**config.mk**
```make
export PLATFORM = sky130hd
export DESIGN_NAME = decode
export DESIGN_NICKNAME = d
export VERILOG_FILES = /design/src/design/rv_pkg.sv /design/src/design/decode.sv
export SDC_FILE = /design/constraint.sdc
export NUM_CORES = 1
export LEC_CHECK = 0
export ABC_AREA = 0
export BUFFER_PORTS_ARGS = -buffer_cell sky130_fd_sc_hd__buf_4
export CAP_MARGIN = 20
export CELL_PAD_IN_SITES_DETAIL_PLACEMENT = 0
export CELL_PAD_IN_SITES_GLOBAL_PLACEMENT = 2
export CORE_MARGIN = 4
export CORE_UTILIZATION = 19
export DETAILED_ROUTE_END_ITERATION = 8
export MAX_ROUTING_LAYER = met4
export PLACE_DENSITY = 0.88
export SLEW_MARGIN = 25
export SYNTH_ARGS = -nofsm -noshare
export SYNTH_HDL_FRONTEND = slang
export SYNTH_SLANG_ARGS = --single-unit
```
**constraint.sdc**
```tcl
create_clock -name vclk -period 1.59
set_clock_uncertainty 0.15 [all_clocks]
set_input_delay 0.159 -clock vclk [all_inputs]
set_output_delay 0.159 -clock vclk [all_outputs]
set_load 0.1 [all_outputs]
```
**src/design/rv_pkg.sv**
```systemverilog
// RV32I core shared definitions
// ISA encodings, instruction formats, control and retire records
`default_nettype none

package rv_pkg;

  localparam int XLEN = 32;
  localparam logic [XLEN-1:0] BASE_ADDR = 32'h0100_0000;

  // Instruction memory geometry, indexed by PC[9:2]
  localparam int IMEM_WORDS = 256;
  localparam int IMEM_AW    = 8;

  // Major opcodes
  localparam logic [6:0] OPC_OP     = 7'b0110011;
  localparam logic [6:0] OPC_OP_IMM = 7'b0010011;
  localparam logic [6:0] OPC_LUI    = 7'b0110111;
  localparam logic [6:0] OPC_AUIPC  = 7'b0010111;
  localparam logic [6:0] OPC_BRANCH = 7'b1100011;
  localparam logic [6:0] OPC_JAL    = 7'b1101111;
  localparam logic [6:0] OPC_JALR   = 7'b1100111;
  // Only decoded for its immediate; the core does not execute stores
  localparam logic [6:0] OPC_STORE  = 7'b0100011;

  typedef enum logic [3:0] {
    ALU_ADD, ALU_SUB, ALU_SLL, ALU_SLT, ALU_SLTU, ALU_XOR,
    ALU_SRL, ALU_SRA, ALU_OR, ALU_AND, ALU_PASS_B
  } alu_op_e;

  typedef enum logic {
    WB_ALU = 1'b0,
    WB_PC4 = 1'b1
  } wb_sel_e;

  // Instruction format views, msb first
  typedef struct packed {
    logic [6:0] funct7;
    logic [4:0] rs2;
    logic [4:0] rs1;
    logic [2:0] funct3;
    logic [4:0] rd;
    logic [6:0] opcode;
  } r_fmt_t;

  typedef struct packed {
    logic [11:0] imm_11_0;
    logic [4:0]  rs1;
    logic [2:0]  funct3;
    logic [4:0]  rd;
    logic [6:0]  opcode;
  } i_fmt_t;

  typedef struct packed {
    logic [6:0] imm_11_5;
    logic [4:0] rs2;
    logic [4:0] rs1;
    logic [2:0] funct3;
    logic [4:0] imm_4_0;
    logic [6:0] opcode;
  } s_fmt_t;

  typedef struct packed {
    logic       imm_12;
    logic [5:0] imm_10_5;
    logic [4:0] rs2;
    logic [4:0] rs1;
    logic [2:0] funct3;
    logic [3:0] imm_4_1;
    logic       imm_11;
    logic [6:0] opcode;
  } b_fmt_t;

  typedef struct packed {
    logic [19:0] imm_31_12;
    logic [4:0]  rd;
    logic [6:0]  opcode;
  } u_fmt_t;

  typedef struct packed {
    logic       imm_20;
    logic [9:0] imm_10_1;
    logic       imm_11;
    logic [7:0] imm_19_12;
    logic [4:0] rd;
    logic [6:0] opcode;
  } j_fmt_t;

  typedef union packed {
    r_fmt_t r_fmt;
    i_fmt_t i_fmt;
    s_fmt_t s_fmt;
    b_fmt_t b_fmt;
    u_fmt_t u_fmt;
    j_fmt_t j_fmt;
  } insn_u;

  typedef struct packed {
    logic    reg_we;
    logic    op_a_pc;
    logic    op_b_imm;
    alu_op_e alu_op;
    wb_sel_e wb_sel;
    logic    is_branch;
    logic    is_jal;
    logic    is_jalr;
    logic    pc_en;
  } ctrl_t;

  typedef struct packed {
    logic            valid;
    logic [XLEN-1:0] pc;
    logic [4:0]      rd;
    logic [XLEN-1:0] data;
  } retire_t;

endpackage : rv_pkg

`default_nettype wire

```
**src/design/decode.sv**
```systemverilog
// Instruction decoder
// Extracts register and function fields and forms the sign-extended immediate
`timescale 1ns/1ps
`default_nettype none

module decode (
  input  logic [rv_pkg::XLEN-1:0] insn_i,
  output logic [6:0]              opcode_o,
  output logic [4:0]              rd_o,
  output logic [4:0]              rs1_o,
  output logic [4:0]              rs2_o,
  output logic [2:0]              funct3_o,
  output logic [6:0]              funct7_o,
  output logic [rv_pkg::XLEN-1:0] imm_o
);
  import rv_pkg::*;

  insn_u insn;

  assign insn = insn_i;

  // Register and function fields sit at the same place in every format
  assign opcode_o = insn.r_fmt.opcode;
  assign rd_o     = insn.r_fmt.rd;
  assign rs1_o    = insn.r_fmt.rs1;
  assign rs2_o    = insn.r_fmt.rs2;
  assign funct3_o = insn.r_fmt.funct3;
  assign funct7_o = insn.r_fmt.funct7;

  always_comb begin
    case (insn.r_fmt.opcode)
      OPC_OP_IMM, OPC_JALR: begin
        // Shift amounts come out of the low five bits
        imm_o = {{20{insn.i_fmt.imm_11_0[11]}}, insn.i_fmt.imm_11_0};
      end
      OPC_STORE: begin
        imm_o = {{20{insn.s_fmt.imm_11_5[6]}}, insn.s_fmt.imm_11_5, insn.s_fmt.imm_4_0};
      end
      OPC_BRANCH: begin
        imm_o = {{19{insn.b_fmt.imm_12}}, insn.b_fmt.imm_12, insn.b_fmt.imm_11,
                 insn.b_fmt.imm_10_5, insn.b_fmt.imm_4_1, 1'b0};
      end
      OPC_LUI, OPC_AUIPC: begin
        imm_o = {insn.u_fmt.imm_31_12, 12'b0};
      end
      OPC_JAL: begin
        imm_o = {{11{insn.j_fmt.imm_20}}, insn.j_fmt.imm_20, insn.j_fmt.imm_19_12,
                 insn.j_fmt.imm_11, insn.j_fmt.imm_10_1, 1'b0};
      end
      default: begin
        imm_o = '0;
      end
    endcase
  end

endmodule : decode

`default_nettype wire

```
After elaboration in Yosys (flattened, before gate mapping)
Cells that the tools add are included.
- reductions and logical operators: 2
- multiplexer cells: 1
- eq/ne operators: 7
- operator list (operator ; count):
    32-bit case mux with 5 select lines ; 1
    7-bit equality test (second input constant) ; 3
    7-bit by 5-bit equality test with 1-bit output (second input constant) ; 2
    7-bit by 6-bit equality test with 1-bit output (second input constant) ; 2
    2-bit OR reduction ; 2
- register bits: 0
- bits of input ports: 32
- output and inout port bits: 64

Longest topological paths before layout
- depth after elaboration: 3
- mapped depth: 5

Worst setup path before layout
No wires, ideal clock.
- path kind: input to output
- start: input insn_i[2] in the netlist's numbering
- end: output imm_o[10] in the netlist's numbering
- buffers on the path: 1
- arrival time: 2.838 ns
- stages on the path: 4
- slack: -1.557 ns
- required time: 1.281 ns
- cells stage by stage: buf_6 > nor2_2 > o21ai_2 > a211oi_1
- word-level cells in the longest chain between the ends: 3
- elaborated cells on any way between the ends: 10
- those cells by class: 7 x eq/ne; 1 x mux; 2 x reduce/logical
- RTL lines (element ; line ; source):
    start: declaration ; decode.sv:7 ; input logic [rv_pkg::XLEN-1:0] insn_i,
    7-bit by 6-bit equality test with 1-bit output, or another cell as far along ; decode.sv:31 ; case (insn.r_fmt.opcode)
    2-bit OR reduction ; decode.sv:31 ;
    32-bit case mux with 5 select lines (*) ; decode.sv:31 ;
    end: declaration ; decode.sv:14 ; output logic [rv_pkg::XLEN-1:0] imm_o
Mark *: on every way between the ends. The rest lies on a longest branch, timed or not.

Worst setup path in the final report
- start: input insn_i[5] in the netlist's numbering
- end: output imm_o[3] in the netlist's numbering
Same word-level chain as after synthesis.

==> flow_summary.ini <==
[timing]
slew_headroom_pct = 72.3
max_freq_ghz = 0.614
period_minus_slack_ns = 1.63
hold_viol_final = 0
finalCritPeriodShare_pct = 102
fin_ws_ns = -0.0394
finalMaxSlewViolations = 0
tightest_slew_ns = 0.413
finalSetupViolations = 13
rsz0062_at_grt = yes
holdWs_ns = 0.503
fin_tns_setup_ns = -0.248

[global_route]
grt_pass1_wl_um = 6410
overflow = 0
grt_max_degree = 13
antenna_found_initial = 0
grt_usage_pct = 12.3
grt_pass1_vias = 1272

[cells_and_area]
final_common_cell = buf_4
nets = 251
design.seq.count = 0
fillers = 472
antenna_cells = 0
nClkBuffers = 0
drive_gt1_share_pct = 82.5
syn_to_final_growth_pct = 160
register_area_um2 = 0
layout_common_cells = buf_4, buf_12, inv_1

[critical_path]
worst_ep_arrival_time_ns = 1.32
critPathKind = in -> out
endpoint_kind = primary output
cp_max_fo = 4
crit_start = insn_i[5]
slowest_stage = nor4b_4
worstPathRequired_ns = 1.28
critPathLaunchType = input pin
slowest_delay_ns = 0.36
path_cells = buf_8, nor4b_4, buf_4, o2bb2ai_4, a22o_4, buf_12

[die]
rows = 26
die_width_um = 81.9
coreArea_um2 = 5200
initial_utilization_pct = 20.0
die_h_um = 81.9
pin_count = 96
die-area_um2 = 6710

[status]
violations = setup timing
outcome = complete, but fails checks

[job]
maxCapViolCount = 0

[route]
antenna_left = 0
route.detailed.drc = 0
wire_per_inst_um = 14.8
num_vias = 1237
drtPass1Iterations = 2
drt-initial-drc-count = 19
via_per_inst = 4.31
wirelength_um = 4250

[synth]
netlist_area_um2 = 1040
syn_inst = 129
synth_cell_types = 34
syn_nets = 161
avgSynthCellArea_um2 = 8.05
yosysWarnings = 0
ys_seq_area_share_pct = 0

[power]
irDropWorstVdd_v = 0.000185
p_leak_nw = 1.10
powerDensity_nw_per_um2 = 338

[placement]
hpwl_um = 3350
io_buffers = 96
routabilityCongestion = 0.763

[worst_hold_path]
holdCritStartpoint = insn_i[17]
hp-class = in -> out
## cell usage after synthesis (all sizes together) (3+ instances only)
cell type / count / area share, %
a211oi: 6 / 4.3
inv: 14 / 5.1
nand2: 5 / 2.0
buf: 42 / 32
nand3: 12 / 5.8
o211ai: 11 / 13
o21ai: 3 / 2.2
a22o: 4 / 3.4
o22ai: 8 / 9.6
## final cells by class
class | instances | area [um2] | area share (%)
timing repair buffer | 130 | 1530 | 56.4
multi-input combinational | 73 | 1040 | 38.4
inverter | 14 | 52.6 | 1.94
tap | 70 | 87.6 | 3.24
## metal layers
metal	share of wire [%]	track usage (%)	wire length (um)	up-vias
li1	-	-	-	614
met1	36	14.4	1550	577
met2	57	24.3	2410	46
met3	6.8	0.329	291	0
met4	0	0	0	0
met5	0	-	0	-
## through the flow
step | power (mW) | util, % | cell area (um2) | cells | setup slack [ns]
after CTS | 0.912 | 51.2 | 2660 | 287 | -0.0490
after global placement | 0.839 | 41.5 | 2160 | 282 | -0.157
after detailed placement | 0.843 | 41.5 | 2160 | 282 | -0.200
final | 0.914 | 51.9 | 2700 | 287 | -0.0394
after global routing | 0.946 | 51.9 | 2700 | 287 | -0.0973
after floorplan | 0.655 | - | 1370 | 129 | -0.277
## path summary, 6_finish.rpt
path              cells after the start  slack (ns)  endpoint
hold / removal                        2        0.50  rs1_o[2]
setup / recovery                      6       -0.04  imm_o[3]
## where the power goes
part | internal, mW | switching (mW)
sequential | 0 | 0
combinational | 0.291 | 0.623
clock | 0 | 0
total | 0.291 | 0.623
## timing repair
item                       CTS  global route
gates cloned                 0             0
hold buffers                 0             0
pin swaps                   14            15
buffers inserted             9             1
gates resized for setup    106            12
setup endpoints to repair   32            32
## worst max-delay path: cells and delay by family
family / cells / cell delay [ns]
buf+inv: 3 / 0.47
simple gates: 1 / 0.36
compound gates: 2 / 0.32
## cells by family (layout without fill, tap and decap cells)
family                 after synthesis  after routing  synth area share (%)
buffers and inverters               56            144                  36.9
AOI/OAI and AO/OA                   40             40                  40.2
and+or+nand+nor                     33             33                  22.9
Power figures use the tool's default switching activity.
