**src/design/rv_pkg.sv**
```systemverilog
// RV32I core shared definitions
// ISA encodings, instruction formats, control and retire records
`default_nettype none

package rv_pkg;

  localparam int XLEN = 32;
  localparam logic [XLEN-1:0] BASE_ADDR = 32'h0100_0000;

  // Instruction memory geometry, indexed by PC[9:2]
  localparam int IMEM_WORDS = 256;
  localparam int IMEM_AW    = 8;

  // Major opcodes
  localparam logic [6:0] OPC_OP     = 7'b0110011;
  localparam logic [6:0] OPC_OP_IMM = 7'b0010011;
  localparam logic [6:0] OPC_LUI    = 7'b0110111;
  localparam logic [6:0] OPC_AUIPC  = 7'b0010111;
  localparam logic [6:0] OPC_BRANCH = 7'b1100011;
  localparam logic [6:0] OPC_JAL    = 7'b1101111;
  localparam logic [6:0] OPC_JALR   = 7'b1100111;
  // Only decoded for its immediate; the core does not execute stores
  localparam logic [6:0] OPC_STORE  = 7'b0100011;

  typedef enum logic [3:0] {
    ALU_ADD, ALU_SUB, ALU_SLL, ALU_SLT, ALU_SLTU, ALU_XOR,
    ALU_SRL, ALU_SRA, ALU_OR, ALU_AND, ALU_PASS_B
  } alu_op_e;

  typedef enum logic {
    WB_ALU = 1'b0,
    WB_PC4 = 1'b1
  } wb_sel_e;

  // Instruction format views, msb first
  typedef struct packed {
    logic [6:0] funct7;
    logic [4:0] rs2;
    logic [4:0] rs1;
    logic [2:0] funct3;
    logic [4:0] rd;
    logic [6:0] opcode;
  } r_fmt_t;

  typedef struct packed {
    logic [11:0] imm_11_0;
    logic [4:0]  rs1;
    logic [2:0]  funct3;
    logic [4:0]  rd;
    logic [6:0]  opcode;
  } i_fmt_t;

  typedef struct packed {
    logic [6:0] imm_11_5;
    logic [4:0] rs2;
    logic [4:0] rs1;
    logic [2:0] funct3;
    logic [4:0] imm_4_0;
    logic [6:0] opcode;
  } s_fmt_t;

  typedef struct packed {
    logic       imm_12;
    logic [5:0] imm_10_5;
    logic [4:0] rs2;
    logic [4:0] rs1;
    logic [2:0] funct3;
    logic [3:0] imm_4_1;
    logic       imm_11;
    logic [6:0] opcode;
  } b_fmt_t;

  typedef struct packed {
    logic [19:0] imm_31_12;
    logic [4:0]  rd;
    logic [6:0]  opcode;
  } u_fmt_t;

  typedef struct packed {
    logic       imm_20;
    logic [9:0] imm_10_1;
    logic       imm_11;
    logic [7:0] imm_19_12;
    logic [4:0] rd;
    logic [6:0] opcode;
  } j_fmt_t;

  typedef union packed {
    r_fmt_t r_fmt;
    i_fmt_t i_fmt;
    s_fmt_t s_fmt;
    b_fmt_t b_fmt;
    u_fmt_t u_fmt;
    j_fmt_t j_fmt;
  } insn_u;

  typedef struct packed {
    logic    reg_we;
    logic    op_a_pc;
    logic    op_b_imm;
    alu_op_e alu_op;
    wb_sel_e wb_sel;
    logic    is_branch;
    logic    is_jal;
    logic    is_jalr;
    logic    pc_en;
  } ctrl_t;

  typedef struct packed {
    logic            valid;
    logic [XLEN-1:0] pc;
    logic [4:0]      rd;
    logic [XLEN-1:0] data;
  } retire_t;

endpackage : rv_pkg

`default_nettype wire

```
**src/design/fetch.sv**
```systemverilog
// Fetch unit
// Holds the PC and picks the next one from jump, branch or sequential flow
`timescale 1ns/1ps
`default_nettype none

module fetch (
  input  logic                    clk,
  input  logic                    rst_i,
  input  rv_pkg::ctrl_t           ctrl_i,
  input  logic                    br_taken_i,
  input  logic [rv_pkg::XLEN-1:0] imm_i,
  input  logic [rv_pkg::XLEN-1:0] alu_res_i,
  output logic [rv_pkg::XLEN-1:0] pc_o
);
  import rv_pkg::*;

  logic [XLEN-1:0] pc_q;
  logic [XLEN-1:0] pc_next;

  // JALR first, then PC-relative jumps and taken branches
  always_comb begin
    if (ctrl_i.is_jalr) begin
      pc_next = {alu_res_i[XLEN-1:2], 2'b00};
    end else if (ctrl_i.is_jal || (ctrl_i.is_branch && br_taken_i)) begin
      pc_next = pc_q + imm_i;
    end else begin
      pc_next = pc_q + 32'd4;
    end
  end

  always_ff @(posedge clk) begin
    if (rst_i) begin
      pc_q <= BASE_ADDR;
    end else if (ctrl_i.pc_en) begin
      pc_q <= pc_next;
    end
  end

  assign pc_o = pc_q;

  // Every target reaching the PC register must stay word aligned
  a_pc_aligned: assert property (@(posedge clk) disable iff (rst_i) pc_q[1:0] == 2'b00)
    else $error("fetch: PC %h is not word aligned", pc_q);

endmodule : fetch

`default_nettype wire

```
**config.mk**
```make
export PLATFORM = sky130hd
export DESIGN_NAME = fetch
export DESIGN_NICKNAME = d
export VERILOG_FILES = /design/src/design/rv_pkg.sv /design/src/design/fetch.sv
export SDC_FILE = /design/constraint.sdc
export NUM_CORES = 1
export LEC_CHECK = 0
export ABC_AREA = 1
export BUFFER_PORTS_ARGS = -buffer_cell sky130_fd_sc_hd__buf_2
export CORE_MARGIN = 10
export CORE_UTILIZATION = 45
export CTS_BUF_LIST = sky130_fd_sc_hd__clkbuf_4 sky130_fd_sc_hd__clkbuf_8 sky130_fd_sc_hd__clkbuf_16
export CTS_CLUSTER_DIAMETER = 100
export DETAILED_ROUTE_END_ITERATION = 6
export PLACE_DENSITY = 0.66
export SLEW_MARGIN = 20
export SYNTH_ARGS = -nofsm -noshare
export SYNTH_HDL_FRONTEND = slang
export SYNTH_SLANG_ARGS = --single-unit
```
**constraint.sdc**
```tcl
create_clock -name clk -period 4.57 [get_ports clk]
set_input_delay 0.914 -clock clk [delete_from_list [all_inputs] [get_ports clk]]
set_output_delay 0.914 -clock clk [all_outputs]
set_load 0.005 [all_outputs]
```
Word level (Yosys, flattened, before mapping)

Cells that the tools add are included.

Register bits: 32
Input port bits: 79
Output and inout bits: 32

Add/subtract/negate cells: 2
Mux-type cells: 2
Reduce and logical (&&, ||, !) cells: 2

Operators by type and width:

| kind                  | count |
|---|---|
| $mux 32               | 2 |
| $add 32x3->32 const B | 1 |
| $add 32x32->32        | 1 |
| $logic_and 1x1->1     | 1 |
| $logic_or 1x1->1      | 1 |

Longest topological paths before layout

Word-level depth: 4
Depth in mapped cells: 15

Worst setup path before layout

Ideal clock, no wire load.

Kind: in2reg
From: input imm_i[0] (netlist name)
To: register pc_q[28] (netlist: pc_o[28])
Library setup time: 132 ps
Arrival time: 2350 ps
Required time: 4438 ps
Slack: 2088 ps
Stages: 15
Cells stage by stage: ha_1 -> inv_1 -> fa_1 -> inv_1 -> nand3_1 -> nand3_1 -> nand3_1 -> nand3_1 -> nand2_1 -> nand2_1 -> nand2_1 -> nand3_1 -> nand2_1 -> nand2_1 -> a21oi_1

Longest elaborated chain between the ends: 3

Ends and longest elaborated chain:

| what                 | line        | source |
|---|---|---|
| start, declared      | fetch.sv:11 | `input logic [rv_pkg::XLEN-1:0] imm_i,` |
| $add 32x32->32       | fetch.sv:25 | `pc_next = pc_q + imm_i;` |
| $mux 32              | fetch.sv:24 | `end else if (ctrl_i.is_jal \|\| (ctrl_i.is_branch && br_taken_i)) begin` |
| $mux 32              | fetch.sv:22 | `if (ctrl_i.is_jalr) begin` |
| end signal, assigned | fetch.sv:35 | `pc_q <= pc_next;` |
| end, declared        | fetch.sv:17 | `logic [XLEN-1:0] pc_q;` |

No other way between the ends.
A chain may end at the register's enable or synchronous reset.

Worst setup path after layout

From: input ctrl_i[3] (netlist name)
To: register pc_q[5] (netlist: pc_o[5])

Longest elaborated chain between the ends: 4

Ends and longest elaborated chain:

| what              | line        | source |
|---|---|---|
| start, declared   | fetch.sv:9  | `input rv_pkg::ctrl_t ctrl_i,` |
| $logic_and 1x1->1 | fetch.sv:24 |  |
| $logic_or 1x1->1  | fetch.sv:24 |  |
| $mux 32           | fetch.sv:24 |  |
| $mux 32           | fetch.sv:22 |  |

No other way between the ends.

==> impl_metrics.csv <==
group,metric,value,unit
layout,area.growth.synth_to_final,14.9,%
clock_tree,clkSinkCount,32,
timing,final-max-slew-violation-count,0,
place,hpwl,13700,um
synthesis,synth-main-ff-cell,"dfxtp_1",
worst_setup_path,rr_endpoint,"pc_o[15]",
clock_tree,post_cts_buffers,0,
power,pwr-share-comb,43.7,%
worst_setup_path,critPathKind,"in -> reg",
worst_setup_path,r2r-start,"pc_o[2]",
routing,vias_per_cell,5.02,
worst_setup_path,critPathLaunchType,"input port",
place,postPlaceCellArea,0.00548,mm^2
routing,routed_wl,16800,um
global_route,gr-total-overflow,0,
synthesis,synth-seq-cells,32,
synthesis,synth_edf_count,0,
power,leakage,3.19,nW
power,internal-power,0.677,mW
synthesis,yosys.area.top_type,"nand2_1",
timing,max_slew_margin,33.7,%
timing,finalSetupViolCount,0,
place,gp_congestion,0.942,
layout,stdcell_area,0.00560,mm^2
synthesis,synthCells,942,
worst_setup_path,cp_max_fo,33,
timing,layout_min_cycle_time,3010,ps
worst_hold_path,hp-class,"reg -> reg",
timing,max_slew.worst_pin.slew,988,ps
clock_tree,htree_levels,2,
synthesis,netlist_area,0.00488,mm^2
power,ir_worst_vdd,164,uV
worst_setup_path,crit_required,4710,ps
clock_tree,cts_root_buf,"clkbuf_8",
global_route,grt_pass1_vias,5364,
routing,vias,5850,
floorplanning,ios,111,
global_route,grt_usage,21.7,%
timing,finalHoldViolations,0,
worst_setup_path,arrival,3160,ps
flow_run,drv_cap,0,
synthesis,ys_warn_count,0,
power,switchingPower,0.479,mW
layout,drive_above_1_share,12.9,%
outcome,status,"finished, final reports clean",
layout,final_nets,1141,
clock_tree,cts_max_path_buffers,2,
timing,clock.fmax,0.332,GHz
routing,drt_drc_violations_left,0,
layout,fin_util,53.6,%
routing,wl_per_cell,14.4,um
synthesis,async_flop_share,0,%
power,swShare,41.4,%
synthesis,syn-num-nets,1054,
clock_tree,cts_resized,0,
synthesis,yosysMostFrequentCell,"nand2_1",
worst_hold_path,min_path_cells,2,
power,power_frac_seq,30.3,%
clock_tree,ctsHoldBuffers,0,
synthesis,avgSynthCellArea,5.18,um^2
power,p_clk_share,26.0,%
timing,fin_crit_sh,66.0,%
timing,grt_setup_unrepaired,"no",
synthesis,yosys-top-cells-area,"nand2_1 28%, dfxtp_1 13%, inv_1 11%",
layout,diodes,0,
worst_setup_path,r2r_slack,2030,ps
timing,final.setup.tns,0,ps
timing,finClkSkew,4.75,ps
floorplanning,die_w,124,um
routing,dr.first_iter.drc_count,556,
synthesis,synth_seq_area_share,13.1,%
place,dp_slack,1650,ps
synthesis,yosysTopAreaCellShare,28.5,%
clock_tree,cts_made_buffers,5,
clock_tree,cts_tree,"yes",
place,io_buffers,100,
global_route,grt_first_pass_wirelength,26800,um
worst_setup_path,end_kind,"flop",
clock_tree,insertion_delay,290,ps
floorplanning,die_y,124,um
global_route,antenna_found_initial,0,
layout,largest_reg_flops,32,
floorplanning,die_area,0.0154,mm^2
routing,ant_nets,0,
routing,dr.pass1.iters,6,
synthesis,yosysUniqueCellTypes,36,
layout,fillCellCount,1191,
worst_setup_path,r2r_cells,11,
floorplanning,core,0.0105,mm^2
worst_hold_path,min_to,"pc_o[0]",
floorplanning,start_util,46.6,%
power,p_per_area,206,mW/mm^2
timing,final.setup.worst_slack,1560,ps
floorplanning,rows,37,
global_route,grt_max_degree,56,
power,total_power,1.16,mW
clock_tree,path_clk_slew,70,ps
synthesis,netlist_top_cells_count,"370 x nand2_1, 139 x inv_1, 112 x nor2_1, 75 x a21oi_1, 56 x nand3_1",
worst_hold_path,worstHoldStart,"pc_o[0]",
per-stage QoR:
step	std cells	hold WS, ps
3_3_place_gp	1158	473
5_1_grt	1166	525
4_1_cts	1166	486
3_5_place_dp	1158	476
6_report	1166	481
2_1_floorplan	942	474
cells in the final DEF, fill, tap and decap left out, types with 9 or more instances in the layout:
cell        n
nor2_1    112
buf_2     100
nor3_1     11
xor2_1     20
o21ai_0    10
dfxtp_1    32
inv_1     138
a21oi_1    74
nand2_1   370
nand3_1    56
nand3b_1    9
ha_1       32
area by class of cell:
| cell class | count | area, um^2 | share of cell area, % |
|---|---|---|---|
| multi-input cells | 745 | 3610 | 64.5 |
| flip-flops and latches | 32 | 641 | 11.4 |
| inverters | 143 | 537 | 9.58 |
| repair buffers | 102 | 515 | 9.20 |
| well taps | 136 | 170 | 3.04 |
| clock buffers | 7 | 96.3 | 1.72 |
| clock inverters | 1 | 30.0 | 0.536 |
how the worst max path moves through the flow:
stage,startpoint,end,slack (ps)
5_1_grt,ctrl_i[3],pc_o[10],1340
3_3_place_gp,imm_i[0],pc_o[20],1660
2_1_floorplan,imm_i[0],pc_o[28],2090
3_5_place_dp,imm_i[0],pc_o[20],1650
4_1_cts,imm_i[2],pc_o[15],1950
6_report,ctrl_i[3],pc_o[5],1560
power by group through the flow:
stage	Sequential (mW)	Clock, mW	Combinational, mW
2_1_floorplan	0.337	0	0.345
3_5_place_dp	0.354	0	0.498
3_3_place_gp	0.355	0	0.495
5_1_grt	0.353	0.316	0.575
4_1_cts	0.348	0.306	0.501
6_report	0.350	0.301	0.505
routing by layer:
layer  up-vias  GRT usage (%)  part of all wire (%)
li1       3116              -                     -
met1      2543           31.9                    48
met2       178           32.7                    42
met3        13           2.49                   8.1
met4         0           5.18                   1.5
met5         -              0                     0
worst max-delay path, stage by stage:
cell      delay (ps)
buf_2            100
a21oi_2          120
buf_4            350
clkinv_1         880
nand2_1          430
o211ai_1         140
o211ai_1         120
a21oi_1           80
cell families (layout without fill, tap and decap cells):
logic type / count (synthesis) / in the layout / synth area share (%)
and+or+nand+nor: 582 / 582 / 49.2
buffers and inverters: 165 / 253 / 12.8
AOI/OAI and AO/OA: 106 / 106 / 11.9
adders and majority gates: 33 / 33 / 8.62
DFF: 32 / 32 / 13.1
xor gates and xnor gates: 24 / 24 / 4.31
Note: power is estimated with default switching activity, not from simulation.
