==> src/design/rv_pkg.sv <==
// RV32I core shared definitions
// ISA encodings, instruction formats, control and retire records
`default_nettype none

package rv_pkg;

  localparam int XLEN = 32;
  localparam logic [XLEN-1:0] BASE_ADDR = 32'h0100_0000;

  // Instruction memory geometry, indexed by PC[9:2]
  localparam int IMEM_WORDS = 256;
  localparam int IMEM_AW    = 8;

  // Major opcodes
  localparam logic [6:0] OPC_OP     = 7'b0110011;
  localparam logic [6:0] OPC_OP_IMM = 7'b0010011;
  localparam logic [6:0] OPC_LUI    = 7'b0110111;
  localparam logic [6:0] OPC_AUIPC  = 7'b0010111;
  localparam logic [6:0] OPC_BRANCH = 7'b1100011;
  localparam logic [6:0] OPC_JAL    = 7'b1101111;
  localparam logic [6:0] OPC_JALR   = 7'b1100111;
  // Only decoded for its immediate; the core does not execute stores
  localparam logic [6:0] OPC_STORE  = 7'b0100011;

  typedef enum logic [3:0] {
    ALU_ADD, ALU_SUB, ALU_SLL, ALU_SLT, ALU_SLTU, ALU_XOR,
    ALU_SRL, ALU_SRA, ALU_OR, ALU_AND, ALU_PASS_B
  } alu_op_e;

  typedef enum logic {
    WB_ALU = 1'b0,
    WB_PC4 = 1'b1
  } wb_sel_e;

  // Instruction format views, msb first
  typedef struct packed {
    logic [6:0] funct7;
    logic [4:0] rs2;
    logic [4:0] rs1;
    logic [2:0] funct3;
    logic [4:0] rd;
    logic [6:0] opcode;
  } r_fmt_t;

  typedef struct packed {
    logic [11:0] imm_11_0;
    logic [4:0]  rs1;
    logic [2:0]  funct3;
    logic [4:0]  rd;
    logic [6:0]  opcode;
  } i_fmt_t;

  typedef struct packed {
    logic [6:0] imm_11_5;
    logic [4:0] rs2;
    logic [4:0] rs1;
    logic [2:0] funct3;
    logic [4:0] imm_4_0;
    logic [6:0] opcode;
  } s_fmt_t;

  typedef struct packed {
    logic       imm_12;
    logic [5:0] imm_10_5;
    logic [4:0] rs2;
    logic [4:0] rs1;
    logic [2:0] funct3;
    logic [3:0] imm_4_1;
    logic       imm_11;
    logic [6:0] opcode;
  } b_fmt_t;

  typedef struct packed {
    logic [19:0] imm_31_12;
    logic [4:0]  rd;
    logic [6:0]  opcode;
  } u_fmt_t;

  typedef struct packed {
    logic       imm_20;
    logic [9:0] imm_10_1;
    logic       imm_11;
    logic [7:0] imm_19_12;
    logic [4:0] rd;
    logic [6:0] opcode;
  } j_fmt_t;

  typedef union packed {
    r_fmt_t r_fmt;
    i_fmt_t i_fmt;
    s_fmt_t s_fmt;
    b_fmt_t b_fmt;
    u_fmt_t u_fmt;
    j_fmt_t j_fmt;
  } insn_u;

  typedef struct packed {
    logic    reg_we;
    logic    op_a_pc;
    logic    op_b_imm;
    alu_op_e alu_op;
    wb_sel_e wb_sel;
    logic    is_branch;
    logic    is_jal;
    logic    is_jalr;
    logic    pc_en;
  } ctrl_t;

  typedef struct packed {
    logic            valid;
    logic [XLEN-1:0] pc;
    logic [4:0]      rd;
    logic [XLEN-1:0] data;
  } retire_t;

endpackage : rv_pkg

`default_nettype wire

==> src/design/alu.sv <==
// Integer ALU
// Arithmetic, logic and shift results plus the branch condition
`timescale 1ns/1ps
`default_nettype none

module alu (
  input  logic [rv_pkg::XLEN-1:0] op_a_i,
  input  logic [rv_pkg::XLEN-1:0] op_b_i,
  input  rv_pkg::alu_op_e         alu_op_i,
  input  logic [2:0]              funct3_i,
  input  logic [rv_pkg::XLEN-1:0] rs1_data_i,
  input  logic [rv_pkg::XLEN-1:0] rs2_data_i,
  output logic [rv_pkg::XLEN-1:0] res_o,
  output logic                    br_taken_o
);
  import rv_pkg::*;

  logic [4:0] shamt;
  logic       eq;
  logic       lt;
  logic       ltu;

  assign shamt = op_b_i[4:0];

  always_comb begin
    case (alu_op_i)
      ALU_ADD:    res_o = op_a_i + op_b_i;
      ALU_SUB:    res_o = op_a_i - op_b_i;
      ALU_SLL:    res_o = op_a_i << shamt;
      ALU_SLT:    res_o = {{(XLEN-1){1'b0}}, $signed(op_a_i) < $signed(op_b_i)};
      ALU_SLTU:   res_o = {{(XLEN-1){1'b0}}, op_a_i < op_b_i};
      ALU_XOR:    res_o = op_a_i ^ op_b_i;
      ALU_SRL:    res_o = op_a_i >> shamt;
      ALU_SRA:    res_o = $unsigned($signed(op_a_i) >>> shamt);
      ALU_OR:     res_o = op_a_i | op_b_i;
      ALU_AND:    res_o = op_a_i & op_b_i;
      ALU_PASS_B: res_o = op_b_i;
      default:    res_o = '0;
    endcase
  end

  // Branch compare always works on the raw register values
  assign eq  = (rs1_data_i == rs2_data_i);
  assign lt  = ($signed(rs1_data_i) < $signed(rs2_data_i));
  assign ltu = (rs1_data_i < rs2_data_i);

  always_comb begin
    case (funct3_i)
      3'b000:  br_taken_o = eq;
      3'b001:  br_taken_o = !eq;
      3'b100:  br_taken_o = lt;
      3'b101:  br_taken_o = !lt;
      3'b110:  br_taken_o = ltu;
      3'b111:  br_taken_o = !ltu;
      default: br_taken_o = 1'b0;
    endcase
  end

endmodule : alu

`default_nettype wire

==> config.mk <==
export PLATFORM = sky130hd
export DESIGN_NAME = alu
export DESIGN_NICKNAME = d
export VERILOG_FILES = /design/src/design/rv_pkg.sv /design/src/design/alu.sv
export SDC_FILE = /design/constraint.sdc
export NUM_CORES = 1
export LEC_CHECK = 0
export ABC_AREA = 1
export BUFFER_PORTS_ARGS = -buffer_cell sky130_fd_sc_hd__buf_2
export CORE_MARGIN = 3
export CORE_UTILIZATION = 40
export DETAILED_ROUTE_END_ITERATION = 6
export GPL_TIMING_DRIVEN = 0
export PLACE_DENSITY_LB_ADDON = 0.3
export SLEW_MARGIN = 20
export SYNTH_ARGS = -nofsm -noshare
export SYNTH_HDL_FRONTEND = slang
export SYNTH_SLANG_ARGS = --single-unit
==> constraint.sdc <==
create_clock -name vclk -period 3.2
set_input_delay 0.32 -clock vclk [all_inputs]
set_output_delay 0.32 -clock vclk [all_outputs]
set_load 0.02 [all_outputs]
## Word level (Yosys, flattened, before mapping)

Cells that the tools add are included.
Widths: inputs -> output; s select.

| operators by class | value |
|---|---|
| add/sub/neg operators | 2 |
| $lt $le $gt $ge | 4 |
| eq/ne operators | 16 |
| shift-type cells | 3 |
| mux-type cells | 2 |
| bitwise gates (word level) | 3 |
| reduce and logical (&&, ||, !) cells | 5 |

Operators by type and width:

| cell | count |
|---|---|
| $pmux 32 s11 | 1 |
| $lt 32x32->1 | 4 |
| $add 32x32->32 | 1 |
| $and 32x32->32 | 1 |
| $eq 32x32->1 | 1 |
| $or 32x32->32 | 1 |
| $shl 32x5->32 | 1 |
| $shr 32x5->32 | 1 |
| $sshr 32x5->32 | 1 |
| $sub 32x32->32 | 1 |
| $xor 32x32->32 | 1 |
| $eq 4x3->1 const B | 4 |
| $eq 3x3->1 const B | 4 |
| $eq 4x4->1 const B | 3 |
| $eq 4x2->1 const B | 2 |
| $pmux 1 s6 | 1 |
| $eq 4x1->1 const B | 1 |
| $logic_not 4->1 | 1 |
| $eq 3x1->1 const B | 1 |
| $logic_not 1->1 | 3 |
| $logic_not 3->1 | 1 |

| word-level totals | value |
|---|---|
| flip-flop bits (word level) | 0 |
| input port bits | 135 |
| output and inout port bits | 33 |
| word-level logic and storage cells | 35 |

## Logic depth before layout (Yosys ltp)

| logic depth | value |
|---|---|
| depth in word-level cells | 3 |
| gate-level depth with buffers | 17 |
| gate-level depth less buffers | 17 |

## Worst setup path after synthesis

Ideal clock, no wire load.

| timing | value |
|---|---|
| path type | input to output |
| from | input port op_b_i[2] (netlist name) |
| to | output port res_o[0] (netlist name) |
| arrival | 2.317 ns |
| data required time | 2.880 ns |
| setup slack | 0.563 ns |
| stages on the path | 17 |
| path buffers | 3 |
| cells stage by stage | buf_2 -> inv_2 -> buf_2 -> buf_2 -> ha_1 -> inv_2 -> nand2_1 -> nor2_1 -> nor2_1 -> o21ai_2 -> nand2_1 -> nand2_1 -> nand2_1 -> nand2_1 -> nor2_1 -> nor2_1 -> nand2_1 |

| on the way | value |
|---|---|
| cells in the longest elaborated chain, start to end | 2 |
| elaborated cells on any way between the ends | 6 |
| classes of those cells | order compare: 2; shift: 3; mux: 1 |

Ends and longest elaborated chain:

| item | line | RTL |
|---|---|---|
| from (decl) | alu.sv:8 | `input logic [rv_pkg::XLEN-1:0] op_b_i,` |
| $lt 32x32->1 (tied with other cells) | alu.sv:31 | `ALU_SLTU: res_o = {{(XLEN-1){1'b0}}, op_a_i < op_b_i};` |
| $pmux 32 s11 * | alu.sv:26 | `case (alu_op_i)` |
| to (decl) | alu.sv:13 | `output logic [rv_pkg::XLEN-1:0] res_o,` |

Every way passes the cells marked *; elsewhere a longest branch is shown, timed or not.

## Worst setup path in the final report

| timing | value |
|---|---|
| from | input port op_b_i[2] (netlist name) |
| to | output port res_o[10] (netlist name) |

| on the way | value |
|---|---|
| cells in the longest elaborated chain, start to end | 2 |
| elaborated cells on any way between the ends | 6 |
| classes of those cells | add/sub: 2; shift: 3; mux: 1 |

Ends and longest elaborated chain:

| item | line | RTL |
|---|---|---|
| $sub 32x32->32 (tied with other cells) | alu.sv:28 | `ALU_SUB: res_o = op_a_i - op_b_i;` |
| $pmux 32 s11 * | alu.sv:26 |  |

Marked as above.

==> flow_summary.ini <==
[status]
violations = design-rule violations, negative setup slack
status = finished, violations left

[grt]
grt_usage_pct = 42.4
grt_pass1_wl_um = 93600
grt_start_max_net_pins = 12
overflow = 0
grt_pass1_vias = 15000
grt_antenna_before_repair = 1

[timing]
holdWs_ns = 1.21
period_needed_ns = 3.20
finalHoldViolCount = 0
finalMaxSlewViolations = 0
finalSetupViolCount = 1
finalCritPeriodShare_pct = 100
fin_setup_tns_ns = -0.00251
max_slew_margin_pct = 35.3
fmax_mhz = 312
tightest_slew_ns = 0.971
layout_setup_ws_ns = -0.00251
rsz0062_at_grt = true

[drt]
wl_per_cell_um = 24.1
via_count = 16800
drc = 2
via_per_inst = 6.16
routed_wirelength_um = 65600
first_iter_violations = 2213
dr.pass1.iters = 7
drtAntennaViolNets = 0

[job]
drv_cap = 0

[yosys]
synthSimpleGateAreaFrac_pct = 53.4
ys_top_cells_by_area = nand2_1 (23%), nand3_1 (18%), ha_1 (15%)
synthMuxAreaShare_pct = 0.0912
netlist_instances = 2211
synth_top_area_share_pct = 23.0
synth_sequential_area_ratio_pct = 0
post_synth_xor_area_fraction_pct = 0
synth_area_leader_cell = nand2_1
synthAdderAreaFrac_pct = 15.1
synth_cell_type_count = 48
synth_area_per_cell_um2 = 4.97
synth_compound_area_share_pct = 16.8
yosys_warnings = 0
synth_top_family_by_area = simple AND/OR/NAND/NOR gates
synth_fp_nets = 2477
synth_area_um2 = 11000

[power_and_ir_drop]
vdd_ir_drop_max_v = 0.0000782
pwr_density_cell_nw_per_um2 = 183
power.leakage_nw = 7.06

[finish]
drive_above_1_share_pct = 13.7
fin_util_pct = 46.7
nFlopsAndLatches = 0
synthToLayoutAreaGrowth_pct = 14.6
fin_area_um2 = 12600
nets = 2653
clkbuf_count = 0
diodes = 0
seq_area_um2 = 0

[worst_setup_path]
critical_path_class = in -> out
cp_max_fo = 11
endpoint_kind = output pin
worstPathArrival_ns = 2.88
cp.required_ns = 2.88
worstSetupStartpointType = input port

[placement]
dpl_cell_area_um2 = 12200
place_ws_ns = -0.766
gp_congestion = 1.13
io_buffer_count = 168
dp_hpwl_um = 54900

[floorplanning]
rows = 60
start_util_pct = 40.7
coreArea_um2 = 27000
io_pins = 168
fp.dieW_um = 172
die_area_um2 = 29500
dieHeight_um = 172

[hold_path]
hp-class = in -> out
cell usage after synthesis (4+ instances only):
cell,count
nand2_1,674
nand3_1,404
inv_1,279
nor2_1,201
ha_1,129
a21oi_1,110
o21ai_0,89
buf_2,51
nand4_1,30
nor3_1,26
o21ai_1,24
clkbuf_1,17
o21a_1,17
o22ai_1,16
o211ai_1,15
inv_2,14
buf_1,12
a21oi_2,9
nand2_2,8
buf_6,7
o21bai_1,7
buf_4,6
nor2_2,6
o21ai_2,6
a31oi_1,5
nand3b_1,5
o221ai_1,5
a221oi_1,4
final timing paths:
path | startpoint | to | slack, ns | depth (start not counted)
setup / recovery | op_b_i[2] | res_o[10] | -0.003 | 17
hold / removal | op_b_i[8] | res_o[8] | 1.21 | 6
cell usage in the layout, fill, tap and decap left out, types with 4 or more instances in the layout:
cell / synthesis / layout
nand2_1: 674 / 667
nand3_1: 404 / 398
inv_1: 279 / 279
buf_2: 51 / 210
nor2_1: 201 / 194
ha_1: 129 / 125
a21oi_1: 110 / 101
o21ai_0: 89 / 85
nand4_1: 30 / 30
o21ai_1: 24 / 27
nor3_1: 26 / 26
o21a_1: 17 / 17
o22ai_1: 16 / 16
a21oi_2: 9 / 16
buf_4: 6 / 15
clkbuf_1: 17 / 15
o211ai_1: 15 / 15
nand2_2: 8 / 13
buf_1: 12 / 12
inv_2: 14 / 10
nor2_2: 6 / 10
buf_6: 7 / 9
o21ai_2: 6 / 6
nand3_2: 0 / 6
o21bai_1: 7 / 6
nand3b_1: 5 / 5
o221ai_1: 5 / 5
a31oi_1: 5 / 5
nor2_4: 1 / 4
clkbuf_2: 3 / 4
a221oi_1: 4 / 4
layout make-up:
type	count	area, um2
inverter	295	1120
multi-input combinational	1820	9550
buffer	94	556
fill	3118	14400
tap	341	427
timing repair buffer	176	920
power by group:
group / total (mW) / switching, mW / leakage [nW] / internal [mW]
clock: 0 / 0 / 0 / 0
sequential: 0 / 0 / 0 / 0
combinational: 2.30 / 1.63 / 7.06 / 0.671
per-stage QoR:
stage	cells	power (mW)
2_1_floorplan	2211	1.33
3_3_place_gp	2720	2.11
3_5_place_dp	2720	2.12
4_1_cts	2723	2.16
5_1_grt	2726	2.46
6_report	2726	2.30
routing by layer:
metal,vias to the layer above,part of all wire (%),GRT usage (%)
met5,-,0.020,0
met4,2,6.2,20.3
met3,223,13,9.01
met2,1332,40,62.8
met1,7625,41,58.2
li1,7622,-,-
worst max-delay path, cell delays in order:
cell and delay, ns:
buf_2 0.13, buf_12 0.14, inv_4 0.14, buf_6 0.18, buf_12 0.17, ha_4 0.25, inv_2 0.12, nand4_1 0.14
nand3_2 0.16, nand2_1 0.09, nand2_1 0.16, nand2_1 0.07, nand3_1 0.08, o21ai_0 0.15, nor2_2 0.23, nand3_2 0.14
buf_2 0.19
cell families after synthesis:
group | Yosys count
adder cells (fa/ha/maj) | 131
multiplexers | 1
AND/OR/NAND/NOR | 1370
buffers and inverters | 391
AO/OA/AOI/OAI | 318
what timing repair did:
| action | in CTS | in global routing |
|---|---|---|
| setup endpoints to repair | 32 | 27 |
| gates resized for setup | 36 | 46 |
| setup buffers | 3 | 5 |
| pin swaps | 3 | 10 |
| hold buffers | 0 | 0 |
No activity file was read; power rests on OpenSTA's default activity.
