$ cat src/design/rv_pkg.sv
// RV32I core shared definitions
// ISA encodings, instruction formats, control and retire records
`default_nettype none

package rv_pkg;

  localparam int XLEN = 32;
  localparam logic [XLEN-1:0] BASE_ADDR = 32'h0100_0000;

  // Instruction memory geometry, indexed by PC[9:2]
  localparam int IMEM_WORDS = 256;
  localparam int IMEM_AW    = 8;

  // Major opcodes
  localparam logic [6:0] OPC_OP     = 7'b0110011;
  localparam logic [6:0] OPC_OP_IMM = 7'b0010011;
  localparam logic [6:0] OPC_LUI    = 7'b0110111;
  localparam logic [6:0] OPC_AUIPC  = 7'b0010111;
  localparam logic [6:0] OPC_BRANCH = 7'b1100011;
  localparam logic [6:0] OPC_JAL    = 7'b1101111;
  localparam logic [6:0] OPC_JALR   = 7'b1100111;
  // Only decoded for its immediate; the core does not execute stores
  localparam logic [6:0] OPC_STORE  = 7'b0100011;

  typedef enum logic [3:0] {
    ALU_ADD, ALU_SUB, ALU_SLL, ALU_SLT, ALU_SLTU, ALU_XOR,
    ALU_SRL, ALU_SRA, ALU_OR, ALU_AND, ALU_PASS_B
  } alu_op_e;

  typedef enum logic {
    WB_ALU = 1'b0,
    WB_PC4 = 1'b1
  } wb_sel_e;

  // Instruction format views, msb first
  typedef struct packed {
    logic [6:0] funct7;
    logic [4:0] rs2;
    logic [4:0] rs1;
    logic [2:0] funct3;
    logic [4:0] rd;
    logic [6:0] opcode;
  } r_fmt_t;

  typedef struct packed {
    logic [11:0] imm_11_0;
    logic [4:0]  rs1;
    logic [2:0]  funct3;
    logic [4:0]  rd;
    logic [6:0]  opcode;
  } i_fmt_t;

  typedef struct packed {
    logic [6:0] imm_11_5;
    logic [4:0] rs2;
    logic [4:0] rs1;
    logic [2:0] funct3;
    logic [4:0] imm_4_0;
    logic [6:0] opcode;
  } s_fmt_t;

  typedef struct packed {
    logic       imm_12;
    logic [5:0] imm_10_5;
    logic [4:0] rs2;
    logic [4:0] rs1;
    logic [2:0] funct3;
    logic [3:0] imm_4_1;
    logic       imm_11;
    logic [6:0] opcode;
  } b_fmt_t;

  typedef struct packed {
    logic [19:0] imm_31_12;
    logic [4:0]  rd;
    logic [6:0]  opcode;
  } u_fmt_t;

  typedef struct packed {
    logic       imm_20;
    logic [9:0] imm_10_1;
    logic       imm_11;
    logic [7:0] imm_19_12;
    logic [4:0] rd;
    logic [6:0] opcode;
  } j_fmt_t;

  typedef union packed {
    r_fmt_t r_fmt;
    i_fmt_t i_fmt;
    s_fmt_t s_fmt;
    b_fmt_t b_fmt;
    u_fmt_t u_fmt;
    j_fmt_t j_fmt;
  } insn_u;

  typedef struct packed {
    logic    reg_we;
    logic    op_a_pc;
    logic    op_b_imm;
    alu_op_e alu_op;
    wb_sel_e wb_sel;
    logic    is_branch;
    logic    is_jal;
    logic    is_jalr;
    logic    pc_en;
  } ctrl_t;

  typedef struct packed {
    logic            valid;
    logic [XLEN-1:0] pc;
    logic [4:0]      rd;
    logic [XLEN-1:0] data;
  } retire_t;

endpackage : rv_pkg

`default_nettype wire

$ cat src/design/control.sv
// Control unit
// Maps opcode and function fields onto datapath selects, holds the core during load
`timescale 1ns/1ps
`default_nettype none

module control (
  input  logic          rst_i,
  input  logic          prog_we_i,
  input  logic [6:0]    opcode_i,
  input  logic [2:0]    funct3_i,
  input  logic [6:0]    funct7_i,
  output rv_pkg::ctrl_t ctrl_o
);
  import rv_pkg::*;

  logic    hold;
  alu_op_e arith_op;
  ctrl_t   ctrl;

  assign hold = rst_i || prog_we_i;

  // Shared funct3 mapping for OP and OP-IMM; funct7[5] picks SRA/SRAI
  always_comb begin
    case (funct3_i)
      3'b000:  arith_op = ALU_ADD;
      3'b001:  arith_op = ALU_SLL;
      3'b010:  arith_op = ALU_SLT;
      3'b011:  arith_op = ALU_SLTU;
      3'b100:  arith_op = ALU_XOR;
      3'b101:  arith_op = funct7_i[5] ? ALU_SRA : ALU_SRL;
      3'b110:  arith_op = ALU_OR;
      default: arith_op = ALU_AND;
    endcase
  end

  always_comb begin
    ctrl        = '0;
    ctrl.alu_op = ALU_ADD;
    ctrl.wb_sel = WB_ALU;
    ctrl.pc_en  = 1'b1;
    case (opcode_i)
      OPC_OP: begin
        ctrl.reg_we = 1'b1;
        // SUB only exists in the register form
        ctrl.alu_op = (funct3_i == 3'b000 && funct7_i[5]) ? ALU_SUB : arith_op;
      end
      OPC_OP_IMM: begin
        ctrl.reg_we   = 1'b1;
        ctrl.op_b_imm = 1'b1;
        ctrl.alu_op   = arith_op;
      end
      OPC_LUI: begin
        ctrl.reg_we   = 1'b1;
        ctrl.op_b_imm = 1'b1;
        ctrl.alu_op   = ALU_PASS_B;
      end
      OPC_AUIPC, OPC_JAL: begin
        ctrl.reg_we   = 1'b1;
        ctrl.op_a_pc  = 1'b1;
        ctrl.op_b_imm = 1'b1;
        ctrl.wb_sel   = (opcode_i == OPC_JAL) ? WB_PC4 : WB_ALU;
        ctrl.is_jal   = (opcode_i == OPC_JAL);
      end
      OPC_JALR: begin
        // Target is rs1 + imm, formed by the ALU
        ctrl.reg_we   = 1'b1;
        ctrl.op_b_imm = 1'b1;
        ctrl.wb_sel   = WB_PC4;
        ctrl.is_jalr  = 1'b1;
      end
      OPC_BRANCH: begin
        ctrl.is_branch = 1'b1;
      end
      default: begin
        // Anything else retires as a no-op
      end
    endcase
    if (hold) begin
      ctrl.reg_we = 1'b0;
      ctrl.pc_en  = 1'b0;
    end
  end

  assign ctrl_o = ctrl;

  // Branches never write back
  a_branch_no_wb: assert property (@(opcode_i) !(ctrl_o.reg_we && ctrl_o.is_branch))
    else $error("control: branch with register write enabled");

endmodule : control

`default_nettype wire

$ cat config.mk
export PLATFORM = sky130hd
export DESIGN_NAME = control
export DESIGN_NICKNAME = d
export VERILOG_FILES = /design/src/design/rv_pkg.sv /design/src/design/control.sv
export SDC_FILE = /design/constraint.sdc
export NUM_CORES = 1
export LEC_CHECK = 0
export ABC_AREA = 1
export BUFFER_PORTS_ARGS = -buffer_cell sky130_fd_sc_hd__buf_2
export CAP_MARGIN = 10
export CORE_AREA = 2 2 39 41
export DETAILED_ROUTE_END_ITERATION = 10
export DIE_AREA = 0 0 41 43
export GPL_ROUTABILITY_DRIVEN = 1
export MAX_ROUTING_LAYER = met4
export PLACE_DENSITY = 0.62
export SYNTH_ARGS = -nofsm -noshare
export SYNTH_HDL_FRONTEND = slang
export SYNTH_SLANG_ARGS = --single-unit
$ cat constraint.sdc
create_clock -name vclk -period 0.8
set_input_delay 0.08 -clock vclk [all_inputs]
set_output_delay 0.08 -clock vclk [all_outputs]
set_load 0.1 [all_outputs]
Word level (Yosys, flattened, before mapping)

Index checks and enable logic that the tools add are counted.

Bits in registers: 0
Input port bits: 19
Logic and storage cells: 33

Reduce and logical (&&, ||, !) cells: 6
Eq/ne operators: 13
Mux-type cells: 14

Operators with widths:

| operator                                                        | count |
|---|---|
| 4-bit one-hot mux with 7 select lines                           | 1 |
| 7-bit == test, second input constant                            | 3 |
| 7-bit by 5-bit == test with 1-bit output, second input constant | 2 |
| 7-bit by 6-bit == test with 1-bit output, second input constant | 2 |
| 4-bit one-hot mux with 3 select lines                           | 1 |
| 1-bit two-way mux                                               | 10 |
| 3-bit == test, second input constant                            | 3 |
| 3-bit by 2-bit == test with 1-bit output, second input constant | 2 |
| 6-bit OR reduction                                              | 1 |
| 5-bit OR reduction                                              | 1 |
| 4-bit two-way mux                                               | 1 |
| 3-bit by 1-bit == test with 1-bit output, second input constant | 1 |
| 3-bit logical NOT                                               | 1 |
| 1-bit one-hot mux with 2 select lines                           | 1 |
| 2-bit OR reduction                                              | 1 |
| 1-bit logical AND                                               | 1 |
| 1-bit logical OR                                                | 1 |

Longest topological paths before layout

Gate-level depths: netlist (run 1).

Depth after elaboration: 4
Depth in mapped cells: 6

Worst setup path after synthesis (run 1)

OpenSTA, ideal clock, no wires.

Kind: input to output
Start: in prog_we_i
End: out ctrl_o[11] (netlist name)
Arrival: 2.128 ns
Required time: 0.720 ns
Cell stages on the path: 3
Path buffers: 0
Path slack: -1.408 ns
Cells stage by stage: nor2_1 nand2_1 inv_1

RTL lines:

| item               | RTL line      | source |
|---|---|---|
| start: declaration | control.sv:8  | `input logic prog_we_i,` |
| end: declaration   | control.sv:12 | `output rv_pkg::ctrl_t ctrl_o` |

==> results of run 1 <==
[placed cells by master (no fill, tap or decap)]
cell type,count
buf_6,7
nor2_1,4
buf_2,6
inv_6,1
o22ai_4,1
buf_12,13
nor2_4,10
inv_1,4
clkinvlp_4,2
nand3_1,3
o21ai_4,1
a21oi_4,2
nand2_8,2
buf_4,9
nand2_2,2
buf_8,4
nand3_2,2
inv_4,1
nand2_1,7
nand3b_1,1
nand2_4,4
nand3_4,2
inv_12,1
nand4_1,1
inv_2,2
[final cells by class]
type / count / area [µm²] / area share [%]
timing repair buffer: 39 / 497 / 50.2
multi-input combinational: 42 / 404 / 40.8
inverter: 11 / 68.8 / 6.95
tap: 16 / 20.0 / 2.02
[stage by stage]
stage | TNS (ps) | utilization, % | cell area [µm²]
after global placement | -2530 | 61.8 | 856
after floorplan | -1760 | - | 448
after CTS | -1790 | 70.6 | 977
after global routing | -2460 | 71.5 | 990
final | -1970 | 71.5 | 990
after detailed placement | -2750 | 61.8 | 856
[routing by layer]
| layer | track usage [%] | vias to the layer above | wire (µm) |
|---|---|---|---|
| met2 | 32.2 | 20 | 742 |
| li1 | - | 241 | - |
| met4 | 0 | 0 | 15 |
| met5 | - | - | 0 |
| met3 | 0.524 | 2 | 58 |
| met1 | 15.5 | 224 | 358 |
[where the power goes]
part | leakage, µW | switching, µW | internal [µW]
Sequential | 0 | 0 | 0
Combinational | 0.000433 | 212 | 169
Clock | 0 | 0 | 0
Total | 0.000433 | 212 | 169
[what timing repair did]
| action | in CTS | in global routing |
|---|---|---|
| endpoints found under the hold margin | 0 | 0 |
| resized for setup | 30 | 1 |
| buffers inserted | 2 | 1 |
| endpoints found under the setup margin | 11 | 11 |
| pin swaps | 7 | 4 |
[logic make-up (layout without fill, tap and decap cells)]
kind of cell	after synthesis	after routing	synth area share (%)
compound gates	4	4	10.2
simple gates	38	38	73.1
buf+inv	11	50	16.8
[final timing paths]
path | to | slack (ps) | cells after the start
worst max-delay path | ctrl_o[8] | -260 | 6
worst min-delay path | ctrl_o[0] | 590 | 4
==> metrics.csv, run 1 <==
metric,value,unit
crit_family,simple AND/OR/NAND/NOR gates,
arrival,980,ps
slowest_stage,nand4_1,
clkbuf_count,0,
ys_seq_area_share,0,%
die_h,43,µm
crit_type,primary input to primary output,
pin_count,31,
core_area,0.00138,mm²
antenna_cells,0,
place.gp.congestion,0.800,
grt.total_usage,15.7,%
ff_latch_area,0,µm²
critPathCaptureType,primary output,
fill_cells,98,
via_per_inst,4.51,
dp_hpwl,968,µm
drive_gt1_share,78.3,%
via_count,487,
syn-num-nets,72,
synthTopCellsByCount,"nand2_1, nor2_1, inv_1",
status,finished with violations,
worstPathMaxFanout,4,
postSynthCellCount,53,
grt_max_degree,7,
flops_and_latches,0,
ir_worst_vdd,0.243,mV
worst_pin_slew,269,ps
p_total,382,µW
fin_ws,-263,ps
die_area,0.00176,mm²
dr.pass1.iters,4,
stdcell_count,108,
hold_slack,587,ps
ys_types,14,
wire_per_inst,10.9,µm
cts_hold_buf,0,
leakage,0.000433,µW
required,720,ps
ys_warn_count,0,
crit_path_max_incr_delay,270,ps
worstSetupStartpoint,opcode_i[4],
crit_path_cell_trace,buf_8 -> inv_4 -> nor2_4 -> nand4_1 -> o21ai_4 -> buf_12,
synth_area_leader_cell,nand2_1,
grt_pass1_wl,1.95,mm
min_period,1060,ps
grt_pass1_vias,525,
synth_area_leaders,"nand2_1, nand3_1, nor2_1",
slew_headroom,82.0,%
nets,113,
place_ws,-351,ps
synth_area_per_cell,4.65,µm²
hold_start,rst_i,
violations,setup timing,
cp-start-kind,primary input,
routed_wl,1.18,mm
drc,0,
rsz0062_at_grt,true,
hp-class,primary input to primary output,
slew_viol_final,0,
setup_viol,11,
power_density,386,mW/mm²
final_hold_viol_count,0,
die_w,41,µm
synth_top_area_share,19.8,%
syn_area,246,µm²
area_delta_synth_final,302,%
fmax,941,MHz
dp.cells,105,
worst-path-buf-inv,3,
rows,14,
numPortBuffers,25,
grt_overflow_total,0,
antenna_found_initial,0,
min_period_over_period,133,%
cap_violations,0,
antenna_left,0,
synth.most_common_cell,nand2_1,
first_iter_violations,7,
start_util,17.8,%
(Power assumes the default switching activity.)
==> inputs of run 2 (changes only) <==
--- a/config.mk
+++ b/config.mk
@@ -14,6 +14,7 @@
 export GPL_ROUTABILITY_DRIVEN = 1
 export MAX_ROUTING_LAYER = met4
 export PLACE_DENSITY = 0.62
+export REMOVE_ABC_BUFFERS = 1
 export SYNTH_ARGS = -nofsm -noshare
 export SYNTH_HDL_FRONTEND = slang
 export SYNTH_SLANG_ARGS = --single-unit
==> metrics.csv, run 2 (same netlist as run 1, synthesis figures left out) <==
metric,value,unit,change
final_hold_viol_count,0,,unchanged
core_area,0.00138,mm²,unchanged
hp-class,primary input to primary output,,unchanged
drc,0,,unchanged
leakage,0.000383,µW,was 0.000433 µW
min_period,1020,ps,was 1060 ps
rsz0062_at_grt,true,,unchanged
grt_pass1_vias,421,,was 525
rows,14,,unchanged
layout_common_cells,"buf_12, nand2_1, inv_2",,"was buf_12, nor2_4, buf_4"
drive_gt1_share,77.6,%,was 78.3%
wire_per_inst,9.91,µm,was 10.9 µm
hold_start,rst_i,,unchanged
flops_and_latches,0,,unchanged
via_count,435,,was 487
worst-path-buf-inv,4,,was 3
final_area,807,µm²,was 990 µm²
hold_slack,545,ps,was 587 ps
dr.pass1.iters,3,,was 4
pin_count,31,,unchanged
violations,setup timing,,unchanged
nets,106,,was 113
via_per_inst,4.31,,was 4.51
cp-start-kind,primary input,,unchanged
cap_violations,0,,unchanged
arrival,940,ps,was 980 ps
place.gp.congestion,0.704,,was 0.800
final_common_cell,buf_12,,unchanged
setup_tns,-1400,ps,was -1970 ps
ff_latch_area,0,µm²,unchanged
fmax,979,MHz,was 941 MHz
crit_type,primary input to primary output,,unchanged
die_area,0.00176,mm²,unchanged
antenna_cells,0,,unchanged
routed_wl,1.00,mm,was 1.18 mm
antenna_found_initial,0,,unchanged
slew_headroom,85.1,%,was 82.0%
critPathCaptureType,primary output,,unchanged
worstPathMaxFanout,3,,was 4
grt_pass1_wl,1.64,mm,was 1.95 mm
worst_pin_slew,223,ps,was 269 ps
die_h,43,µm,unchanged
required,720,ps,about the same
min_path_cells,5,,was 4
antenna_left,0,,unchanged
slew_viol_final,0,,unchanged
grt_overflow_total,0,,unchanged
crit_path_cell_trace,buf_6 -> inv_2 -> nor2_2 -> nand3_2 -> nand3_2 -> nand2_2 -> inv_2 -> buf_12,,was buf_8 -> inv_4 -> nor2_4 -> nand4_1 -> o21ai_4 -> buf_12
setup_viol,11,,unchanged
hold_end,ctrl_o[11],,was ctrl_o[0]
min_period_over_period,128,%,was 133%
first_iter_violations,2,,was 7
ir_worst_vdd,0.221,mV,was 0.243 mV
grt_max_degree,7,,unchanged
placed_area,624,µm²,was 856 µm²
status,finished with violations,,unchanged
grt.total_usage,12.5,%,was 15.7%
fill_cells,108,,was 98
crit_family,simple AND/OR/NAND/NOR gates,,unchanged
fin_ws,-221,ps,was -263 ps
dp_hpwl,693,µm,was 968 µm
area_delta_synth_final,227,%,was 302%
clkbuf_count,0,,unchanged
numPortBuffers,25,,unchanged
slowest_stage,buf_12,,was nand4_1
crit_path_max_incr_delay,170,ps,was 270 ps
start_util,17.8,%,unchanged
die_w,41,µm,unchanged
power_density,392,mW/mm²,was 386 mW/mm²
-- run 2: where the power goes --
group,internal (µW),switching [µW]
sequential,0,0
combinational,141,175
clock,0,0
-- run 2: through the flow --
stage | setup WS, ps | power, µW | instances | util [%]
floorplan | -1410 | 122 | 53 | -
global placement | -234 | 231 | 101 | 45.1
detailed placement | -250 | 234 | 101 | 45.1
CTS | -202 | 285 | 101 | 54.0
global route | -266 | 333 | 101 | 58.3
finish | -221 | 316 | 101 | 58.3
-- run 2: cell type report --
cell class	count	area (µm²)	share of cell area, %
Tap cell	16	20.0	2.48
Timing Repair Buffer	32	427	52.9
Multi-Input combinational cell	42	312	38.6
Inverter	11	48.8	6.05
-- run 2: repair_timing --
action / 4_1_cts / 5_1_grt
gates resized for setup: 34 / 17
hold buffers: 0 / 0
pin swaps: 13 / 13
endpoints found under the setup margin: 11 / 11
cloned: 0 / 0
buffers inserted: 0 / 0
-- run 2: layer usage --
metal	up-vias	global-route usage (%)	wire length (µm)
met5	-	-	0
met3	0	0	66
met1	187	17.1	417
li1	231	-	-
met2	17	21.3	517
met4	0	0	0
-- run 2: worst max-delay path by stage --
stage                 end  slack, ps        start  cells past startpoint
2_1_floorplan  ctrl_o[11]      -1410    prog_we_i                      3
3_3_place_gp   ctrl_o[10]       -230  opcode_i[6]                      6
3_5_place_dp    ctrl_o[7]       -250  opcode_i[3]                      7
4_1_cts         ctrl_o[7]       -200  opcode_i[2]                      7
5_1_grt        ctrl_o[11]       -270  opcode_i[2]                      8
6_report       ctrl_o[11]       -220  opcode_i[2]                      8
==> inputs of run 3 (changes only) <==
==> constraint.sdc (replaced) <==
create_clock -name vclk -period 1.2
set_input_delay 0.12 -clock vclk [all_inputs]
set_output_delay 0.12 -clock vclk [all_outputs]
set_load 0.1 [all_outputs]
==> metrics.csv, run 3 (same netlist as run 1, synthesis figures left out) <==
metric,value,unit,change
status,"complete, no violations",,was finished with violations
wire_per_inst,9.30,µm,was 9.91 µm
fmax,895,MHz,
core_area,0.00138,mm²,unchanged
grt_pass1_wl,1.47,mm,was 1.64 mm
area_delta_synth_final,145,%,was 227%
leakage,0.000297,µW,was 0.000383 µW
ff_latch_area,0,µm²,unchanged
die_w,41,µm,unchanged
via_count,402,,was 435
grt.total_usage,11.2,%,was 12.5%
ir_worst_vdd,0.114,mV,was 0.221 mV
required,1080,ps,was 720 ps
first_iter_violations,5,,was 2
drc,0,,unchanged
grt_pass1_vias,371,,was 421
crit_type,primary input to primary output,,unchanged
grt_overflow_total,0,,unchanged
final_common_cell,buf_2,,was buf_12
arrival,1000,ps,was 940 ps
cap_violations,0,,unchanged
place_ws,65.6,ps,was -250 ps
layout_common_cells,"buf_2, nand2_1, buf_12",,"was buf_12, nand2_1, inv_2"
antenna_cells,0,,unchanged
final_hold_viol_count,0,,unchanged
min_period_over_period,93.1,%,
hold_start,rst_i,,unchanged
cp-start-kind,primary input,,unchanged
hp-class,primary input to primary output,,unchanged
critPathCaptureType,primary output,,unchanged
die_area,0.00176,mm²,unchanged
clkbuf_count,0,,unchanged
rows,14,,unchanged
worstPathMaxFanout,3,,unchanged
routed_wl,874,µm,was 1.00 mm
worst-path-buf-inv,2,,was 4
crit_family,simple AND/OR/NAND/NOR gates,,unchanged
place.gp.congestion,0.704,,about the same
antenna_left,0,,unchanged
worstSetupStartpoint,opcode_i[3],,was opcode_i[2]
flops_and_latches,0,,unchanged
rsz0062_at_grt,true,,unchanged
slew_viol_final,0,,unchanged
setup_tns,0,ps,was -1400 ps
min_period,1120,ps,
postCtsSetupBuffers,0,,unchanged
drive_gt1_share,52.6,%,was 77.6%
crit_top_cell,nor2_4,,
crit_path_max_incr_delay,190,ps,was 170 ps
nets,99,,was 106
setup_viol,0,,was 11
dp_hpwl,730,µm,was 693 µm
slowest_stage,buf_12,,unchanged
dr.pass1.iters,2,,was 3
antenna_found_initial,0,,unchanged
via_per_inst,4.28,,was 4.31
power_density,248,mW/mm²,was 392 mW/mm²
grt_max_degree,7,,unchanged
die_h,43,µm,unchanged
fin_ws,82.9,ps,was -221 ps
slew_headroom,83.4,%,was 85.1%
start_util,17.8,%,unchanged
pin_count,31,,unchanged
numPortBuffers,25,,unchanged
worst_pin_slew,247,ps,was 223 ps
crit_path_cell_trace,buf_2 -> nor2_4 -> nand2_2 -> nor2_4 -> nand2_1 -> a21oi_2 -> buf_12,,was buf_6 -> inv_2 -> nor2_2 -> nand3_2 -> nand3_2 -> nand2_2 -> inv_2 -> buf_12
run 3: cell types whose count changed in the layout (fill, tap and decap cells not counted), sizes merged:
| cell | before | now |
|---|---|---|
| buf | 32 | 25 |
run 3: path summary, 6_finish.rpt:
| path | slack [ps] | cells after the start | end |
|---|---|---|---|
| min | 550 | 3 | ctrl_o[0] |
| max | 80 | 7 | ctrl_o[7] |
run 3: metrics by stage:
step	util, %	instances	area, µm²	hold WS (ps)	power (µW)
final	43.7	94	604	548	150
after global routing	43.7	94	604	564	160
after CTS	41.3	94	572	552	142
after detailed placement	41.3	94	572	549	142
after global placement	41.3	94	572	544	139
after floorplan	-	53	246	554	81.5
run 3: worst min-delay path: stages:
cell    delay, ps
buf_2          80
nor2_1         60
buf_12        170
run 3: power by group:
part | leakage (µW) | switching [µW] | internal, µW
Sequential | 0 | 0 | 0
Combinational | 0.000297 | 97.5 | 52.6
Clock | 0 | 0 | 0
run 3: timing repair:
action,in CTS,in global routing
endpoints found under the setup margin,0,4
resized for setup,0,7
hold buffers,0,0
run 3: cell type report:
type                            instances  area [µm²]
Timing Repair Buffer                   25         305
Inverter                               11        41.3
Fill cell                             132         779
Multi-Input combinational cell         42         238
Tap cell                               16        20.0
run 3: metal layers:
layer  vias to the layer above  wire length (µm)  GRT usage [%]
met4                         0                 0              0
met3                         0                80           1.57
met1                       174               357           14.9
met2                        15               435           18.4
met5                         -                 0              -
li1                        213                 -              -
